<file path="src/logic/ocyrus_pkg.sv">
package ocyrus_pkg;

	// word geometry
	localparam int WIDTH = 8; // bits per word (even and at least 4)
	localparam int HALF_WIDTH = WIDTH / 2; // word clock high/low length in bit clocks
	localparam int BIT_COUNT_W = $clog2(WIDTH); // bit counter width

	// lock tracking
	localparam int LOCK_STROBES = 4; // aligned strobes seen before locked rises
	localparam int LOCK_COUNT_W = $clog2(LOCK_STROBES + 1); // strobe counter width

	// serial line level while idle or not yet locked
	localparam logic IDLE_LEVEL = 1'b1; // line idles high

	// one parallel word with the MSB sent first
	typedef logic [WIDTH-1:0] word_t;

	// lock FSM
	typedef enum logic [1:0] {
		LOCK_RESET    = 2'd0, // just out of reset
		LOCK_ALIGNING = 2'd1, // divider running and counting strobes
		LOCK_LOCKED   = 2'd2  // strobe aligned so lanes may load
	} lock_state_t;

endpackage

</file>
<file path="src/logic/serdes_clock_gen.sv">
module serdes_clock_gen
	import ocyrus_pkg::*;
(
	input  logic clock, // bit clock
	input  logic arst_n, // async reset, active low
	output logic strobe, // one bit clock wide, marks word boundary
	output logic word_clock_out, // bit clock / WIDTH
	output logic lock_ok // divider running and strobe aligned
);

	logic [BIT_COUNT_W-1:0] bit_count; // position inside the current word
	logic last_bit; // counter sits on its final bit
	logic half_bit; // counter sits on the last bit of the high half

	lock_state_t lock_state; // lock FSM state
	lock_state_t lock_state_next;
	logic [LOCK_COUNT_W-1:0] strobe_count; // strobes seen while aligning
	logic [LOCK_COUNT_W-1:0] strobe_count_next;

	assign last_bit = (bit_count == BIT_COUNT_W'(WIDTH - 1)); // wrap point
	assign half_bit = (bit_count == BIT_COUNT_W'(HALF_WIDTH - 1)); // word clock falls after this

	// bit counter, 0 .. WIDTH-1 then wrap
	// explicit wrap so WIDTH need not be a power of two
	always_ff @(posedge clock or negedge arst_n) begin
		if (!arst_n) begin
			bit_count <= '0; // first word period starts at bit 0
		end else if (last_bit) begin
			bit_count <= '0; // wrap to the next word
		end else begin
			bit_count <= bit_count + 1'b1; // next bit
		end
	end

	// strobe is registered, so it is high while the counter reads 0
	always_ff @(posedge clock or negedge arst_n) begin
		if (!arst_n) begin
			strobe <= 1'b0; // no strobe during the first partial period
		end else begin
			strobe <= last_bit; // one cycle in every WIDTH
		end
	end

	// word clock: set together with the strobe, cleared half a word later
	// first full period after reset stays low, so the first rise lines up with a strobe
	always_ff @(posedge clock or negedge arst_n) begin
		if (!arst_n) begin
			word_clock_out <= 1'b0; // low out of reset
		end else if (last_bit) begin
			word_clock_out <= 1'b1; // rising edge seen in the strobe cycle
		end else if (half_bit) begin
			word_clock_out <= 1'b0; // falls after HALF_WIDTH high cycles
		end
	end

	// lock FSM next state
	always_comb begin
		lock_state_next = lock_state; // hold by default
		strobe_count_next = strobe_count;
		case (lock_state)
			LOCK_RESET: begin
				lock_state_next = LOCK_ALIGNING; // divider starts right away
				strobe_count_next = '0; // nothing counted yet
			end
			LOCK_ALIGNING: begin
				if (strobe) begin
					if (strobe_count == LOCK_COUNT_W'(LOCK_STROBES - 1)) begin
						lock_state_next = LOCK_LOCKED; // this was the last strobe needed
					end else begin
						strobe_count_next = strobe_count + 1'b1; // one more aligned word
					end
				end
			end
			LOCK_LOCKED: begin
				lock_state_next = LOCK_LOCKED; // only reset leaves this state
			end
			default: begin
				lock_state_next = LOCK_RESET; // unused encoding, start over
			end
		endcase
	end

	// lock FSM registers
	always_ff @(posedge clock or negedge arst_n) begin
		if (!arst_n) begin
			lock_state <= LOCK_RESET;
			strobe_count <= '0;
		end else begin
			lock_state <= lock_state_next;
			strobe_count <= strobe_count_next;
		end
	end

	// high from the cycle after the LOCK_STROBES-th strobe
	assign lock_ok = (lock_state == LOCK_LOCKED); // decoded from a register, glitch free

endmodule

</file>
<file path="src/logic/serializer_lane.sv">
module serializer_lane
	import ocyrus_pkg::*;
(
	input  logic  clock, // bit clock
	input  logic  arst_n, // async reset, active low
	input  logic  strobe, // word boundary from the clock generator
	input  logic  lock_ok, // loads only while locked
	input  word_t word, // parallel word for this lane
	output logic  serial // serial line, MSB first
);

	logic  load; // take a new word at the end of this cycle
	word_t shift_q; // bits still to go out, top bit is on the line
	word_t shift_next; // shifter contents after this edge

	// words seen while not locked are dropped
	assign load = strobe & lock_ok;

	// load the whole word, or move everything up one place
	// the bottom fills with the idle level, so an unloaded lane stays idle
	always_comb begin
		if (load) begin
			shift_next = word; // MSB lands on top, goes out next cycle
		end else begin
			shift_next = {shift_q[WIDTH-2:0], IDLE_LEVEL}; // next lower bit moves up
		end
	end

	// shift register
	always_ff @(posedge clock or negedge arst_n) begin
		if (!arst_n) begin
			shift_q <= {WIDTH{IDLE_LEVEL}}; // all idle until the first load
		end else begin
			shift_q <= shift_next;
		end
	end

	// serial output is a flop fed from the top of the next shifter value
	// MSB shows one cycle after the load edge, bit 0 in the strobe cycle
	// of the following word, so back-to-back words leave no gap
	always_ff @(posedge clock or negedge arst_n) begin
		if (!arst_n) begin
			serial <= IDLE_LEVEL; // idle line out of reset
		end else begin
			serial <= shift_next[WIDTH-1]; // registered copy of the top bit
		end
	end

endmodule

</file>
<file path="src/logic/ocyrus_double.sv">
module ocyrus_double
	import ocyrus_pkg::*;
(
	input  logic  clock, // bit clock
	input  logic  arst_n, // async reset, active low
	input  word_t word1, // lane 1 parallel word
	input  word_t word2, // lane 2 parallel word
	output logic  word_clock_out, // word clock, bit clock / WIDTH
	output logic  serial1, // lane 1 serial line
	output logic  serial2, // lane 2 serial line
	output logic  locked // divider running and strobe aligned
);

	logic strobe; // word boundary, shared by both lanes
	logic lock_ok; // lock from the clock generator

	// one divider feeds both lanes, so the lanes stay word aligned
	serdes_clock_gen clock_gen (
		.clock          (clock),
		.arst_n         (arst_n),
		.strobe         (strobe),
		.word_clock_out (word_clock_out),
		.lock_ok        (lock_ok)
	);

	// lane 1, the D1 path
	serializer_lane lane1 (
		.clock   (clock),
		.arst_n  (arst_n),
		.strobe  (strobe),
		.lock_ok (lock_ok),
		.word    (word1),
		.serial  (serial1)
	);

	// lane 2, the D2 path
	// independent data, same strobe and lock as lane 1
	serializer_lane lane2 (
		.clock   (clock),
		.arst_n  (arst_n),
		.strobe  (strobe),
		.lock_ok (lock_ok),
		.word    (word2),
		.serial  (serial2)
	);

	// one lock for the whole block
	assign locked = lock_ok; // same signal the lanes load on

endmodule

</file>
<file path="config.mk">
export PLATFORM = sky130hd
export DESIGN_NAME = ocyrus_double
export DESIGN_NICKNAME = d
export VERILOG_FILES = /design/src/logic/ocyrus_pkg.sv /design/src/logic/serdes_clock_gen.sv /design/src/logic/serializer_lane.sv /design/src/logic/ocyrus_double.sv
export SDC_FILE = /design/constraint.sdc
export NUM_CORES = 1
export LEC_CHECK = 0
export ABC_AREA = 1
export BUFFER_PORTS_ARGS = -buffer_cell sky130_fd_sc_hd__buf_2
export CORE_MARGIN = 2
export CORE_UTILIZATION = 35
export CTS_CLUSTER_SIZE = 40
export DETAILED_ROUTE_END_ITERATION = 8
export SYNTH_ARGS = -nofsm -noshare
export SYNTH_HDL_FRONTEND = slang
export SYNTH_SLANG_ARGS = --single-unit
</file>
<file path="constraint.sdc">
create_clock -name clock -period 1.6 [get_ports clock]
set_input_delay 0.32 -clock clock [delete_from_list [all_inputs] [get_ports clock]]
set_output_delay 0.32 -clock clock [all_outputs]
set_load 0.005 [all_outputs]
</file>
---- Yosys cells after proc, flatten, opt, wreduce, memory -nomap -nowiden ----
Cells that the tools add are included.
operators by class
  bitwise logic cells ..................... 1
  equal/unequal tests ..................... 8
  add/subtract/negate cells ............... 2
  reduce and logical (&&, ||, !) cells .... 5
  muxes and demuxes ....................... 11
operator list
  kind                 count
  $mux 8               2
  $mux 3               3
  $add 3x1->3 const B  2
  $eq 3x2->1 const B   2
  $pmux 2 s3           1
  $pmux 3 s2           1
  $mux 2               2
  $ne 2x1->1 const B   2
  $reduce_bool 2->1    2
  $eq 3x3->1 const B   1
  $reduce_and 3->1     1
  $eq 2x1->1 const B   1
  $eq 2x2->1 const B   1
  $logic_not 2->1      1
  $mux 1               2
  $ne 2x2->1 const B   1
  $reduce_and 2->1     1
  $and 1x1->1          1
word-level totals
  logic and storage cells ................. 36
  bits in registers ....................... 26
  bits of input ports ..................... 18
  output and inout port bits .............. 4

---- Depth between registers and ports, before layout ----
  depth after elaboration ................. 4
  depth in mapped cells ................... 7
  mapped depth without buffers ............ 7

---- By module ----
From an unflattened synthesis, not the netlist that was laid out.
second synthesis, totals
  cells, all modules ...................... 125
  area total of the unflattened synthesis .. 1238.7 um^2
modules (own cells, without submodules)
  module            area each (um^2)  times used  cells an instance  seq. area each (um^2)
  serializer_lane   347.8             2           33                 210.2
  serdes_clock_gen  543.0             1           59                 250.2

---- Least setup slack after synthesis ----
No wires, ideal clock.
  path kind ............................... register to register
  start point ............................. register clock_gen.strobe_count[0]
  end point ............................... register clock_gen.strobe_count[0]
  cell stages (with the launch flop) ...... 8
  clock period less this slack ............ 1.157 ns
  data required time ...................... 1.535 ns
  library setup time ...................... 0.065 ns
  slack ................................... 0.443 ns
  arrival ................................. 1.092 ns
  buffers on the path ..................... 0
  cell sequence ........................... dfrtp_1 ha_1 ha_1 inv_1 nand3_1 nand2_1 nand2_1 nand2_1
between the ends
  cells in the longest elaborated chain, start to end .. 4
  elaborated cells on any way between the ends .. 7
  classes of those cells .................. 1 x add/sub; 2 x eq/ne; 3 x mux; 1 x reduce/logical
RTL lines
  item                    line                    text
  start, declared         serdes_clock_gen.sv:17  logic [LOCK_COUNT_W-1:0] strobe_count;
  start signal, assigned  serdes_clock_gen.sv:90  strobe_count <= strobe_count_next;
  $add 3x1->3             serdes_clock_gen.sv:70  strobe_count_next = strobe_count + 1'b1;
  $mux 3                  serdes_clock_gen.sv:67  if (strobe_count == LOCK_COUNT_W'(LOCK_STROBES - 1)) begin
  $mux 3                  serdes_clock_gen.sv:66  if (strobe) begin
  $pmux 3 s2              serdes_clock_gen.sv:60  case (lock_state)
Parallel ways exist; a longest one is shown, timed or not. The select of a mux whose other input is x is not followed.
A chain may end at the register's enable or synchronous reset.

---- Worst setup path after layout ----
  start point ............................. register clock_gen.lock_state[0]
  end point ............................... output port locked
between the ends
  cells in the longest elaborated chain, start to end .. 1
RTL lines
  item                    line                    text
  start, declared         serdes_clock_gen.sv:15  lock_state_t lock_state;
  start signal, assigned  serdes_clock_gen.sv:89  lock_state <= lock_state_next;
  $eq 2x2->1              serdes_clock_gen.sv:95  assign lock_ok = (lock_state == LOCK_LOCKED);
  end, declared           ocyrus_double.sv:11     output logic locked
No other way between the ends.

==> out/results.ini <==
[clock_network]
cts_inserted_buffers = 3
cts_tree = done
cts_hold_buf = 1
cts.repair.resized = 0
clk_path_buf_depth = 2
clk_pin_slew_ns = 0.14
clk_latency_ns = 0.32
cts.sinks = 26
h-tree-depth = 1
post-cts-setup-buffer-count = 0
root_buffer = clkbuf_4

[min_path]
min_path_type = primary input to flip-flop
hp-start = word1[7]
whs_path_depth = 3
min_to = lane1.serial

[yosys]
synth_most_common_cell = nand2_1
synth_top_family_by_area = simple AND/OR/NAND/NOR gates
avgSynthCellArea_um2 = 9.64
synth_edf_count = 0
synth_ff_type = dfstp_2
yosysSeqAreaShare = 0.621
ys_seq_elements = 26
syn_inst = 112
synthTopCellsByArea = dfstp_2 (39%), dfrtp_1 (23%), nand2_1 (19%), ha_1 (8.1%), inv_1 (2.4%)
syn-cell-area_um2 = 1080
synth.area.mux_share = 0
netlist_top_cells_count = nand2_1 (56), dfstp_2 (16), dfrtp_1 (10)
synth_xor_xnor_area_share = 0
synthSimpleGateAreaFrac = 0.241
yosysWarnings = 0
synth_top_area_share = 0.389
synth_top_cell_by_area = dfstp_2
yosys.area_share.adder = 0.0811
synth_compound_area_frac = 0.0139
async_flop_share = 1.00
synthDistinctLibCells = 13
synth_nets = 137

[timing]
fin_tns_setup_ns = 0
fin_crit_ns = 1.46
max_slew_margin = 0.625
min_period_over_period = 0.910
whs_ns = 0.173
rsz0062_at_grt = false
maxSlewViolCount = 0
fmax_mhz = 687
hold_violations = 0
setup_viol = 0
worstMarginPinSlew_ns = 0.563
fin_skew_ns = 0.00338

[worst_setup_path]
crit_chain = inv_1, ha_1, buf_2
worstPathRequired_ns = 1.28
r2r_cells = 6
cp-start-kind = flip-flop
rr_startpoint = clock_gen.lock_state[0]
critPathBufInv = 2
rr_endpoint = lane2.shift_q[2]
cp-end-kind = output port
path_max_fanout = 3
cp.arrival_ns = 1.14
path_class = flip-flop to output port
cp_slowest_cell = dfrtp_1
ff2ff_setup_slack_ns = 0.25
max_stage_delay_ns = 0.41
cpLargestDelayFamily = flip-flops

[die]
core_um2 = 3000
die_area_um2 = 3550
initial_core_util = 0.360
die_h_um = 59.5
rows = 20
ios = 22
dieWidth_um = 59.5

[layout]
antenna_cells = 0
fin_area_um2 = 1260
syn_to_final_growth_pct = 16.3
drive_gt1_frac = 0.331
layout.nets = 162
finalCoreUtilization = 0.418
final_cells = 169

[placed_design]
port_buffers = 21
dp.cells = 164
place.gp.congestion = 0.687
placed_area_um2 = 1210
dp_hpwl_mm = 1.30

[run_status]
status = complete, no violations

[routing]
routed_wirelength_mm = 1.79
antenna_left = 0
vias_per_cell = 4.49
drtIter0Drc = 26
drcViolationCount = 0
drtPass1Iterations = 4
wl_per_cell_um = 10.6
vias = 759

[job]
cap_violations = 0

[grt]
grt_pass1_wl_mm = 3.13
grt_remaining_overflow = 0
grt_max_degree = 27
antenna_found_initial = 0
track_usage = 0.119
grt_pass1_vias = 751

[power]
power.density_nw_per_um2 = 862
ir_drop_mv = 0.260
p_leak_nw = 0.665

==> sequential cells by signal (all words and copies together) (netlist names) <==
| name | count |
|---|---|
| clock_gen.lock_state | 2 |
| lane2.serial | 1 |
| lane1.shift_q | 7 |
| lane2.shift_q | 7 |
| lane1.serial | 1 |
| clock_gen.bit_count | 3 |
| clock_gen.strobe_count | 3 |
| clock_gen.word_clock_out | 1 |
| clock_gen.strobe | 1 |
==> through the flow <==
step / setup WS, ns / total power [mW]
floorplan: 0.443 / 0.724
global placement: 0.338 / 0.761
detailed placement: 0.271 / 0.763
CTS: 0.134 / 1.09
global route: 0.0475 / 1.13
finish: 0.144 / 1.08
==> worst max-delay path by stage <==
stage	start	end	slack, ns	depth (start not counted)
after CTS	clock_gen.lock_state[0]	locked	0.13	3
after global routing	clock_gen.lock_state[0]	locked	0.05	3
final	clock_gen.lock_state[0]	locked	0.14	3
after floorplan	clock_gen.strobe_count[0]	clock_gen.strobe_count[0]	0.44	7
after global placement	clock_gen.lock_state[0]	lane2.shift_q[1]	0.34	6
after detailed placement	clock_gen.lock_state[0]	lane2.shift_q[2]	0.27	6
==> area by class of cell <==
| type | instances | area [um^2] |
|---|---|---|
| tap | 33 | 41.3 |
| timing repair buffer | 22 | 115 |
| sequential | 26 | 671 |
| multi-input combinational | 76 | 363 |
| clock buffer | 4 | 36.3 |
| fill | 298 | 1750 |
| inverter | 8 | 30.0 |
==> routing by layer <==
layer | share of wire | GRT usage | up-vias | routed length, um
met5 | 0 | 0 | - | 0
met4 | 0.023 | 0.0571 | 0 | 42
met3 | 0.043 | 0.0240 | 4 | 78
met2 | 0.51 | 0.203 | 13 | 920
met1 | 0.42 | 0.141 | 354 | 753
li1 | - | - | 388 | -
==> kinds of logic (layout without fill, tap and decap cells) <==
family | Yosys count | in the layout
compound gates | 3 | 3
fa+ha+maj | 7 | 7
buf+inv | 10 | 34
flops | 26 | 26
simple gates | 66 | 66
==> worst register-to-register path, stage by stage (launching register included) <==
cell     delay, ns
dfrtp_1       0.41
inv_1         0.10
ha_1          0.18
nand2_2       0.20
inv_2         0.26
nand2_1       0.09
nand2_1       0.07
==> power breakdown <==
part,switching (mW),internal (mW),total (mW)
registers,0.00539,0.693,0.699
logic,0.0278,0.0255,0.0534
clock network,0.192,0.139,0.331
total,0.225,0.858,1.08
==> cells in the final DEF, fill, tap and decap left out, drive strengths merged <==
master	netlist	final
nand3	4	4
ha	7	7
clkbuf	0	4
buf	2	21
nor2	3	3
dfrtp	10	10
dlygate4sd3	0	1
o21ai	3	3
inv	8	8
or2	2	2
nand2	57	57
dfstp	16	16
No activity file was read; power rests on OpenSTA's default activity.
